### config.mk
export PLATFORM = sky130hd
export DESIGN_NAME = idStage
export DESIGN_NICKNAME = d
export VERILOG_FILES = /design/src/decodePkg.sv /design/src/ctrlDecode.sv /design/src/fwdUnit.sv /design/src/idPipeReg.sv /design/src/idStage.sv /design/src/immGen.sv
export SDC_FILE = /design/constraint.sdc
export NUM_CORES = 1
export LEC_CHECK = 0
export BUFFER_PORTS_ARGS = -buffer_cell sky130_fd_sc_hd__buf_4
export CORE_MARGIN = 4
export CORE_UTILIZATION = 40
export DETAILED_ROUTE_END_ITERATION = 16
export PLACE_DENSITY = 0.71
export SLEW_MARGIN = 40
export SYNTH_ARGS = -nofsm -noshare
export SYNTH_HDL_FRONTEND = slang
export SYNTH_SLANG_ARGS = --single-unit
### constraint.sdc
create_clock -name clk -period 5.9 [get_ports clk]
set_input_delay 1.18 -clock clk [delete_from_list [all_inputs] [get_ports clk]]
set_output_delay 1.18 -clock clk [all_outputs]
set_load 0.01 [all_outputs]
### src/decodePkg.sv
package decodePkg;

  //--------------------------------------------------------------------------
  // widths
  //--------------------------------------------------------------------------
  localparam int XLEN       = 32;  // data and pc width
  localparam int REG_ADDR_W = 5;

  //--------------------------------------------------------------------------
  // opcodes and funct3 codes
  //--------------------------------------------------------------------------
  typedef enum logic [6:0] {
    opLoad   = 7'b0000011,
    opStore  = 7'b0100011,
    opOp     = 7'b0110011,
    opOpImm  = 7'b0010011,
    opLui    = 7'b0110111,
    opAuipc  = 7'b0010111,
    opJal    = 7'b1101111,
    opJalr   = 7'b1100111,
    opBranch = 7'b1100011
  } opcodeT;

  // alu group shared by OP and OP-IMM
  localparam logic [2:0] f3AddSub = 3'b000;
  localparam logic [2:0] f3Sll    = 3'b001;
  localparam logic [2:0] f3Slt    = 3'b010;
  localparam logic [2:0] f3Sltu   = 3'b011;
  localparam logic [2:0] f3Xor    = 3'b100;
  localparam logic [2:0] f3SrlSra = 3'b101;
  localparam logic [2:0] f3Or     = 3'b110;
  localparam logic [2:0] f3And    = 3'b111;

  localparam logic [2:0] f3Lb  = 3'b000;  // loads
  localparam logic [2:0] f3Lh  = 3'b001;
  localparam logic [2:0] f3Lw  = 3'b010;
  localparam logic [2:0] f3Lbu = 3'b100;
  localparam logic [2:0] f3Lhu = 3'b101;

  localparam logic [2:0] f3Sb = 3'b000;  // stores
  localparam logic [2:0] f3Sh = 3'b001;
  localparam logic [2:0] f3Sw = 3'b010;

  localparam logic [2:0] f3Beq  = 3'b000;  // branches
  localparam logic [2:0] f3Bne  = 3'b001;
  localparam logic [2:0] f3Blt  = 3'b100;
  localparam logic [2:0] f3Bge  = 3'b101;
  localparam logic [2:0] f3Bltu = 3'b110;
  localparam logic [2:0] f3Bgeu = 3'b111;

  //--------------------------------------------------------------------------
  // control fields
  //--------------------------------------------------------------------------
  typedef enum logic [3:0] {
    aluAnd  = 4'b0000,
    aluOr   = 4'b0001,
    aluXor  = 4'b0010,
    aluAdd  = 4'b0011,
    aluSub  = 4'b0100,
    aluSlt  = 4'b0101,  // also BLT
    aluSltu = 4'b0110,  // also BLTU
    aluSll  = 4'b0111,
    aluSrl  = 4'b1000,
    aluSra  = 4'b1001,
    aluGe   = 4'b1011,
    aluGeu  = 4'b1100,
    aluNe   = 4'b1101,
    aluEq   = 4'b1110
  } aluOpT;

  typedef enum logic [1:0] {srcARs1, srcAPc, srcAZero} srcAT;
  typedef enum logic [1:0] {srcBRs2, srcBImm, srcBFour} srcBT;
  typedef enum logic [1:0] {wbAlu, wbMem, wbPcPlus4} wbSelT;
  typedef enum logic [1:0] {memByte, memHalf, memWord} memSizeT;
  typedef enum logic [1:0] {pcSeq, pcBranch, pcJal, pcJalr} pcSelT;

  // distance counted in pipeline slots ahead of the decoding instruction
  typedef enum logic [1:0] {fwdNone, fwdDist1, fwdDist2, fwdDist3} fwdSelT;

endpackage

### src/ctrlDecode.sv
`timescale 1ns/1ps

module ctrlDecode import decodePkg::*; (
  input  logic [XLEN-1:0] instr,
  output aluOpT           aluOp,
  output srcAT            srcA,
  output srcBT            srcB,
  output wbSelT           wbSel,
  output logic            regWrite,
  output logic            memRead,
  output logic            memWrite,
  output memSizeT         memSize,
  output logic            loadUnsigned,
  output pcSelT           pcSel,
  output logic            usesRs1,
  output logic            usesRs2
);

  opcodeT     opcode;
  logic [2:0] funct3;
  logic       altFunct;  // funct7 bit 5

  assign opcode   = opcodeT'(instr[6:0]);
  assign funct3   = instr[14:12];
  assign altFunct = instr[30];

  // SUB exists only in the register form, SRA in both
  function automatic aluOpT aluFromFunct3(input logic [2:0] f3, input logic alt,
                                          input logic isReg);
    aluOpT op;
    case (f3)
      f3AddSub: op = (alt && isReg) ? aluSub : aluAdd;
      f3Sll:    op = aluSll;
      f3Slt:    op = aluSlt;
      f3Sltu:   op = aluSltu;
      f3Xor:    op = aluXor;
      f3SrlSra: op = alt ? aluSra : aluSrl;
      f3Or:     op = aluOr;
      f3And:    op = aluAnd;
    endcase
    return op;
  endfunction

  always_comb begin
    // no-op unless an opcode below says otherwise
    aluOp        = aluAdd;
    srcA         = srcARs1;
    srcB         = srcBRs2;
    wbSel        = wbAlu;
    regWrite     = 1'b0;
    memRead      = 1'b0;
    memWrite     = 1'b0;
    memSize      = memWord;
    loadUnsigned = 1'b0;
    pcSel        = pcSeq;
    usesRs1      = 1'b0;
    usesRs2      = 1'b0;

    case (opcode)
      opOp, opOpImm: begin
        aluOp    = aluFromFunct3(funct3, altFunct, opcode == opOp);
        srcB     = (opcode == opOp) ? srcBRs2 : srcBImm;
        regWrite = 1'b1;
        usesRs1  = 1'b1;
        usesRs2  = (opcode == opOp);
      end
      opLoad: begin
        srcB     = srcBImm;  // address is rs1 + imm
        wbSel    = wbMem;
        regWrite = 1'b1;
        memRead  = 1'b1;
        usesRs1  = 1'b1;
        case (funct3)
          f3Lb, f3Lbu: memSize = memByte;
          f3Lh, f3Lhu: memSize = memHalf;
          default:     memSize = memWord;
        endcase
        loadUnsigned = (funct3 == f3Lbu) || (funct3 == f3Lhu);
      end
      opStore: begin
        srcB     = srcBImm;
        memWrite = 1'b1;
        usesRs1  = 1'b1;
        usesRs2  = 1'b1;  // store data
        case (funct3)
          f3Sb:    memSize = memByte;
          f3Sh:    memSize = memHalf;
          default: memSize = memWord;
        endcase
      end
      opBranch: begin
        pcSel   = pcBranch;
        usesRs1 = 1'b1;
        usesRs2 = 1'b1;
        case (funct3)
          f3Bne:   aluOp = aluNe;
          f3Blt:   aluOp = aluSlt;
          f3Bge:   aluOp = aluGe;
          f3Bltu:  aluOp = aluSltu;
          f3Bgeu:  aluOp = aluGeu;
          default: aluOp = aluEq;  // BEQ and reserved codes
        endcase
      end
      opJal, opJalr: begin
        srcA     = srcAPc;  // link value pc + 4
        srcB     = srcBFour;
        wbSel    = wbPcPlus4;
        regWrite = 1'b1;
        pcSel    = (opcode == opJal) ? pcJal : pcJalr;
        usesRs1  = (opcode == opJalr);
      end
      opLui: begin
        srcA     = srcAZero;
        srcB     = srcBImm;
        regWrite = 1'b1;
      end
      opAuipc: begin
        srcA     = srcAPc;
        srcB     = srcBImm;
        regWrite = 1'b1;
      end
      default: ;
    endcase
  end

endmodule

### src/fwdUnit.sv
`timescale 1ns/1ps

module fwdUnit import decodePkg::*; (
  input  logic                  clk,
  input  logic                  reset,
  input  logic                  flush,
  input  logic                  advance,  // stage moves this cycle
  input  logic                  accept,   // new instruction taken this cycle
  input  logic [REG_ADDR_W-1:0] rs1,
  input  logic [REG_ADDR_W-1:0] rs2,
  input  logic [REG_ADDR_W-1:0] rd,
  input  logic                  usesRs1,
  input  logic                  usesRs2,
  input  logic                  regWrite,
  output fwdSelT                fwdSelA,
  output fwdSelT                fwdSelB
);

  // slot 1 is the nearest instruction ahead
  logic                  histWr [1:3];
  logic [REG_ADDR_W-1:0] histRd [1:3];
  logic                  newWr;

  // x0 writes and bubbles never forward
  assign newWr = accept && regWrite && (rd != '0);

  always_ff @(posedge clk) begin
    if (reset || flush) begin
      histWr[1] <= 1'b0;
      histWr[2] <= 1'b0;
      histWr[3] <= 1'b0;
    end else if (advance) begin
      histWr[1] <= newWr;
      histWr[2] <= histWr[1];
      histWr[3] <= histWr[2];
    end
  end

  always_ff @(posedge clk) begin
    if (advance) begin
      histRd[1] <= rd;  // only meaningful behind a set flag
      histRd[2] <= histRd[1];
      histRd[3] <= histRd[2];
    end
  end

  function automatic fwdSelT nearest(input logic [REG_ADDR_W-1:0] src, input logic used);
    fwdSelT sel;
    sel = fwdNone;
    if (used) begin
      if (histWr[1] && (histRd[1] == src))      sel = fwdDist1;
      else if (histWr[2] && (histRd[2] == src)) sel = fwdDist2;
      else if (histWr[3] && (histRd[3] == src)) sel = fwdDist3;
    end
    return sel;
  endfunction

  always_comb begin
    fwdSelA = nearest(rs1, usesRs1);
    fwdSelB = nearest(rs2, usesRs2);
  end

endmodule

### src/idPipeReg.sv
`timescale 1ns/1ps

module idPipeReg import decodePkg::*; (
  input  logic                  clk,
  input  logic                  reset,
  input  logic                  flush,
  input  logic                  inValid,
  input  logic                  outReady,
  input  logic [XLEN-1:0]       pc,
  input  logic [REG_ADDR_W-1:0] rs1,
  input  logic [REG_ADDR_W-1:0] rs2,
  input  logic [REG_ADDR_W-1:0] rd,
  input  logic [XLEN-1:0]       imm,
  input  aluOpT                 aluOp,
  input  srcAT                  srcA,
  input  srcBT                  srcB,
  input  wbSelT                 wbSel,
  input  logic                  regWrite,
  input  logic                  memRead,
  input  logic                  memWrite,
  input  memSizeT               memSize,
  input  logic                  loadUnsigned,
  input  pcSelT                 pcSel,
  input  fwdSelT                fwdSelA,
  input  fwdSelT                fwdSelB,
  output logic                  inReady,
  output logic                  advance,
  output logic                  accept,
  output logic                  outValid,
  output logic [XLEN-1:0]       exPc,
  output logic [REG_ADDR_W-1:0] exRs1,
  output logic [REG_ADDR_W-1:0] exRs2,
  output logic [REG_ADDR_W-1:0] exRd,
  output logic [XLEN-1:0]       exImm,
  output aluOpT                 exAluOp,
  output srcAT                  exSrcA,
  output srcBT                  exSrcB,
  output wbSelT                 exWbSel,
  output logic                  exRegWrite,
  output logic                  exMemRead,
  output logic                  exMemWrite,
  output memSizeT               exMemSize,
  output logic                  exLoadUnsigned,
  output pcSelT                 exPcSel,
  output fwdSelT                exFwdSelA,
  output fwdSelT                exFwdSelB
);

  //--------------------------------------------------------------------------
  // handshake
  //--------------------------------------------------------------------------
  assign advance = !outValid || outReady;  // register empty or being drained
  assign inReady = advance && !flush;
  assign accept  = inValid && inReady;

  always_ff @(posedge clk) begin
    if (reset || flush) begin
      outValid <= 1'b0;
    end else if (advance) begin
      outValid <= accept;  // bubble when nothing came in
    end
  end

  //--------------------------------------------------------------------------
  // payload held while stalled
  //--------------------------------------------------------------------------
  always_ff @(posedge clk) begin
    if (accept) begin
      exPc           <= pc;
      exRs1          <= rs1;
      exRs2          <= rs2;
      exRd           <= rd;
      exImm          <= imm;
      exAluOp        <= aluOp;
      exSrcA         <= srcA;
      exSrcB         <= srcB;
      exWbSel        <= wbSel;
      exRegWrite     <= regWrite;
      exMemRead      <= memRead;
      exMemWrite     <= memWrite;
      exMemSize      <= memSize;
      exLoadUnsigned <= loadUnsigned;
      exPcSel        <= pcSel;
      exFwdSelA      <= fwdSelA;
      exFwdSelB      <= fwdSelB;
    end
  end

endmodule

### src/idStage.sv
`timescale 1ns/1ps

module idStage import decodePkg::*; (
  input  logic                  clk,
  input  logic                  reset,
  input  logic                  flush,
  input  logic                  inValid,
  input  logic [XLEN-1:0]       instr,
  input  logic [XLEN-1:0]       pc,
  input  logic                  outReady,
  output logic                  inReady,
  output logic                  outValid,
  output logic [XLEN-1:0]       outPc,
  output logic [REG_ADDR_W-1:0] rs1,
  output logic [REG_ADDR_W-1:0] rs2,
  output logic [REG_ADDR_W-1:0] rd,
  output logic [XLEN-1:0]       imm,
  output aluOpT                 aluOp,
  output srcAT                  srcA,
  output srcBT                  srcB,
  output wbSelT                 wbSel,
  output logic                  regWrite,
  output logic                  memRead,
  output logic                  memWrite,
  output memSizeT               memSize,
  output logic                  loadUnsigned,
  output pcSelT                 pcSel,
  output fwdSelT                fwdSelA,
  output fwdSelT                fwdSelB
);

  // decoded but not yet registered
  logic [REG_ADDR_W-1:0] decRs1;
  logic [REG_ADDR_W-1:0] decRs2;
  logic [REG_ADDR_W-1:0] decRd;
  logic [XLEN-1:0]       decImm;
  aluOpT                 decAluOp;
  srcAT                  decSrcA;
  srcBT                  decSrcB;
  wbSelT                 decWbSel;
  logic                  decRegWrite;
  logic                  decMemRead;
  logic                  decMemWrite;
  memSizeT               decMemSize;
  logic                  decLoadUnsigned;
  pcSelT                 decPcSel;
  logic                  decUsesRs1;
  logic                  decUsesRs2;
  fwdSelT                decFwdSelA;
  fwdSelT                decFwdSelB;
  logic                  advance;
  logic                  accept;

  assign decRs1 = instr[19:15];
  assign decRs2 = instr[24:20];
  assign decRd  = instr[11:7];

  immGen u_immGen (
    .instr (instr),
    .imm   (decImm)
  );

  ctrlDecode u_ctrlDecode (
    .instr        (instr),
    .aluOp        (decAluOp),
    .srcA         (decSrcA),
    .srcB         (decSrcB),
    .wbSel        (decWbSel),
    .regWrite     (decRegWrite),
    .memRead      (decMemRead),
    .memWrite     (decMemWrite),
    .memSize      (decMemSize),
    .loadUnsigned (decLoadUnsigned),
    .pcSel        (decPcSel),
    .usesRs1      (decUsesRs1),
    .usesRs2      (decUsesRs2)
  );

  fwdUnit u_fwdUnit (
    .clk      (clk),
    .reset    (reset),
    .flush    (flush),
    .advance  (advance),
    .accept   (accept),
    .rs1      (decRs1),
    .rs2      (decRs2),
    .rd       (decRd),
    .usesRs1  (decUsesRs1),
    .usesRs2  (decUsesRs2),
    .regWrite (decRegWrite),
    .fwdSelA  (decFwdSelA),
    .fwdSelB  (decFwdSelB)
  );

  idPipeReg u_idPipeReg (
    .clk            (clk),
    .reset          (reset),
    .flush          (flush),
    .inValid        (inValid),
    .outReady       (outReady),
    .pc             (pc),
    .rs1            (decRs1),
    .rs2            (decRs2),
    .rd             (decRd),
    .imm            (decImm),
    .aluOp          (decAluOp),
    .srcA           (decSrcA),
    .srcB           (decSrcB),
    .wbSel          (decWbSel),
    .regWrite       (decRegWrite),
    .memRead        (decMemRead),
    .memWrite       (decMemWrite),
    .memSize        (decMemSize),
    .loadUnsigned   (decLoadUnsigned),
    .pcSel          (decPcSel),
    .fwdSelA        (decFwdSelA),
    .fwdSelB        (decFwdSelB),
    .inReady        (inReady),
    .advance        (advance),
    .accept         (accept),
    .outValid       (outValid),
    .exPc           (outPc),
    .exRs1          (rs1),
    .exRs2          (rs2),
    .exRd           (rd),
    .exImm          (imm),
    .exAluOp        (aluOp),
    .exSrcA         (srcA),
    .exSrcB         (srcB),
    .exWbSel        (wbSel),
    .exRegWrite     (regWrite),
    .exMemRead      (memRead),
    .exMemWrite     (memWrite),
    .exMemSize      (memSize),
    .exLoadUnsigned (loadUnsigned),
    .exPcSel        (pcSel),
    .exFwdSelA      (fwdSelA),
    .exFwdSelB      (fwdSelB)
  );

endmodule

### src/immGen.sv
`timescale 1ns/1ps

module immGen import decodePkg::*; (
  input  logic [XLEN-1:0] instr,
  output logic [XLEN-1:0] imm
);

  opcodeT    opcode;
  logic      signBit;
  logic [XLEN-1:0] immI;
  logic [XLEN-1:0] immS;
  logic [XLEN-1:0] immB;
  logic [XLEN-1:0] immU;
  logic [XLEN-1:0] immJ;

  assign opcode  = opcodeT'(instr[6:0]);
  assign signBit = instr[31];  // every format takes its sign from bit 31

  // one candidate per format
  assign immI = {{(XLEN-12){signBit}}, instr[31:20]};
  assign immS = {{(XLEN-12){signBit}}, instr[31:25], instr[11:7]};
  assign immB = {{(XLEN-13){signBit}}, signBit, instr[7], instr[30:25], instr[11:8], 1'b0};
  assign immU = {instr[31:12], 12'b0};
  assign immJ = {{(XLEN-21){signBit}}, signBit, instr[19:12], instr[20], instr[30:21], 1'b0};

  always_comb begin
    case (opcode)
      opOpImm,
      opLoad,
      opJalr:   imm = immI;
      opStore:  imm = immS;
      opBranch: imm = immB;
      opLui,
      opAuipc:  imm = immU;
      opJal:    imm = immJ;
      default:  imm = '0;  // OP and anything unknown
    endcase
  end

endmodule

==> qor.csv <==
metric,value,unit
DR iter-0 viols,210,
pre-CTS setup slack,2.72,ns
Flop pwr share,0.466,
worst skew pair latency,0.40,ns
Internal,1650,uW
post-synth cell types,45,
final instance area,6690,um2
dpl cell area,6130,um2
WP data required,4.72,ns
crit share post-route,0.508,
Core Rows,39,
antenna violations before repair,0,
DRT antenna net count,0,
crit path time final,3.00,ns
worst path cell trace,buf_4 -> nor2b_1 -> nor2_1 -> buf_4,
Final Hold Vio Count,0,
cts bufs inserted,17,
Via Count,3164,
RD Place Congestion,0.815,
crit path launch type,input pin,
number of synthesized flops with an enable pin,118,
Setup CP Type,in2out,
WP data arrival,1.82,ns
fin nets,544,
Final Setup Violations,0,
fin cells,630,
Net Sw Power,451,uW
Initial Util,0.412,
root buffer cell,clkbuf_16,
most numerous cell in the Yosys netlist,edfxtp_1,
ranking of synthesized cells by area,"edfxtp_1 75%, xor2_1 4.4%, a21o_1 3.2%",
Crit path buffers/inverters,2,
sum of negative setup slack,0,ns
Switching Fraction,0.214,
Post-DP HPWL,8590,um
CTS tree,yes,
die area,13700,um2
status,completed,
layout cell share with drive strength beyond 1,0.429,
total track usage,0.166,
Mapped Avg Cell Area,15.8,um2
wire per inst,18.7,um
global route overflow,0,
Synth area leader,edfxtp_1,
synthesized instance count,300,
n_diodes,0,
Comb power frac,0.072,
PortBufs,171,
DRC Markers,0,
Synth Net Count,369,
Commonest cells post-synth,"118 x edfxtp_1, 24 x xor2_1, 20 x a21o_1",
Pre-Repair DR Iteration Count,5,
via/cell ratio,5.02,
hold buffers post-CTS,0,
CP peak stage delay,0.26,ns
largest net degree at the start of global routing,52,
Die Span X,117,um
Leak Pwr,0.00296,uW
Post-CTS Setup Bufs,0,
PwrDens,314,nW/um2
IO Count,172,
layout overhead on the synthesized area,41.1,%
Die Y,117,um
Yosys reg bits,119,
Max Cap Violations,0,
placed cells,599,
fmax,334,MHz
sequential element share of the synthesized area,0.751,
Final Core Density,0.581,
H-tree depth,4,
post-cts resize count,0,
first-pass GRT wire length,16900,um
Top delay family on crit path,simple AND/OR/NAND/NOR gates,
mapped cell area,4740,um2
Reg2Reg Setup Slack,3.59,ns
Clk pwr share,0.462,
Synth Flop Type,edfxtp_1,
routed wire length,11800,um
Hold Crit Class,reg2reg,
Synth top area share,0.747,
CTS Sinks,119,
unrepaired setup endpoints after global routing,false,
core area,11500,um2
Worst setup EP type,output port,
vias in the first global route,3144,
CTS max path bufs,2,
worst-path fanout max,5,
final slew viol count,0,
"FFs w/ async S/R, synth",0,
final setup margin,2.90,ns
"most used cell, CP",buf_4,
slowest CP cell,nor2b_1,
peak supply drop,165,uV
Synth warnings,0,
max_slew headroom,0.503,
Slew @ Worst Pin,0.739,ns
Worst-path clk slew,0.06,ns
skew final,0.00946,ns
==> power by group through the flow <==
stage	combinational, uW	clock, uW	sequential, uW
after global placement	150	0	996
final	152	972	980
after floorplan	51.1	0	1010
after CTS	153	986	981
after global routing	165	1030	983
after detailed placement	152	0	997
==> metal layers <==
| metal | vias up | track usage | wire [um] |
|---|---|---|---|
| li1 | 1479 | - | - |
| met1 | 1522 | 0.199 | 4580 |
| met2 | 157 | 0.286 | 6010 |
| met3 | 6 | 0.0596 | 1130 |
| met4 | 0 | 0.0436 | 38 |
| met5 | - | 0 | 0 |
==> cell usage in the layout (no fill, tap or decap), types with 2 or more instances in the layout <==
master      netlist  layout
nor3_1            4       3
buf_4             1     172
o21ai_0           9       9
a22o_1            5       5
a21oi_1           5       5
and2_4            1       2
clkinv_1          0       2
nor2_1           14      14
clkinvlp_4        0       4
bufinv_16         0       2
o21a_1            4       4
xnor2_1           6       6
inv_1             6       6
a22oi_1           2       2
and2_1           10       9
clkinv_2          0       4
nand3_1           4       4
clkbuf_16         0      17
and3_1            7       7
nor2b_1           4       4
nor4_1            8       8
edfxtp_1        118     118
nand2_1          13      13
a21o_1           20      20
xor2_1           24      24
==> final cells by class <==
| cell class | count | area, um2 |
|---|---|---|
| clock buffer | 17 | 425 |
| clock inverter | 14 | 135 |
| fill | 921 | 4820 |
| inverter | 7 | 28.8 |
| multi-input combinational | 158 | 1070 |
| sequential | 119 | 3560 |
| tap | 143 | 179 |
| timing repair buffer | 172 | 1290 |
==> stage by stage <==
stage / hold WS (ns) / power [uW]
after floorplan: 0.490 / 1060
after global placement: 0.499 / 1150
after detailed placement: 0.506 / 1150
after CTS: 0.523 / 2120
after global routing: 0.541 / 2180
final: 0.523 / 2100
==> kinds of logic after synthesis <==
kind of cell,Yosys count,share of synthesized area
and+or+nand+nor,76,0.0905
AOI/OAI and AO/OA,52,0.0778
buffers and inverters,23,0.0251
DFF,119,0.751
xor gates and xnor gates,30,0.0554
==> path summary, 6_finish.rpt <==
path	to	depth (start not counted)	startpoint
max	inReady	4	outReady
min	u_fwdUnit.histRd[0][10]	0	u_fwdUnit.histRd[0][5]
max reg2reg	u_idPipeReg.exPc[24]	4	u_idPipeReg.outValid
min reg2reg	u_fwdUnit.histRd[0][10]	0	u_fwdUnit.histRd[0][5]
==> sequential cells by signal, indices dropped and copies added (netlist names), 2 cells and up <==
name                   count
u_idPipeReg.exImm         32
u_idPipeReg.exPc          32
u_fwdUnit.histRd          15
u_idPipeReg.exRd           5
u_idPipeReg.exRs1          5
u_idPipeReg.exRs2          5
u_idPipeReg.exAluOp        4
u_fwdUnit.histWr           3
u_idPipeReg.exFwdSelA      2
u_idPipeReg.exFwdSelB      2
u_idPipeReg.exMemSize      2
u_idPipeReg.exPcSel        2
u_idPipeReg.exSrcA         2
u_idPipeReg.exSrcB         2
==> worst register-to-register path, delay by kind of cell (launching register included) <==
family / cells / cell delay (ns)
buffers and inverters: 1 / 0.68
flip-flops: 1 / 0.31
AND/OR/NAND/NOR: 3 / 0.94
No activity file was read; power rests on OpenSTA's default activity.
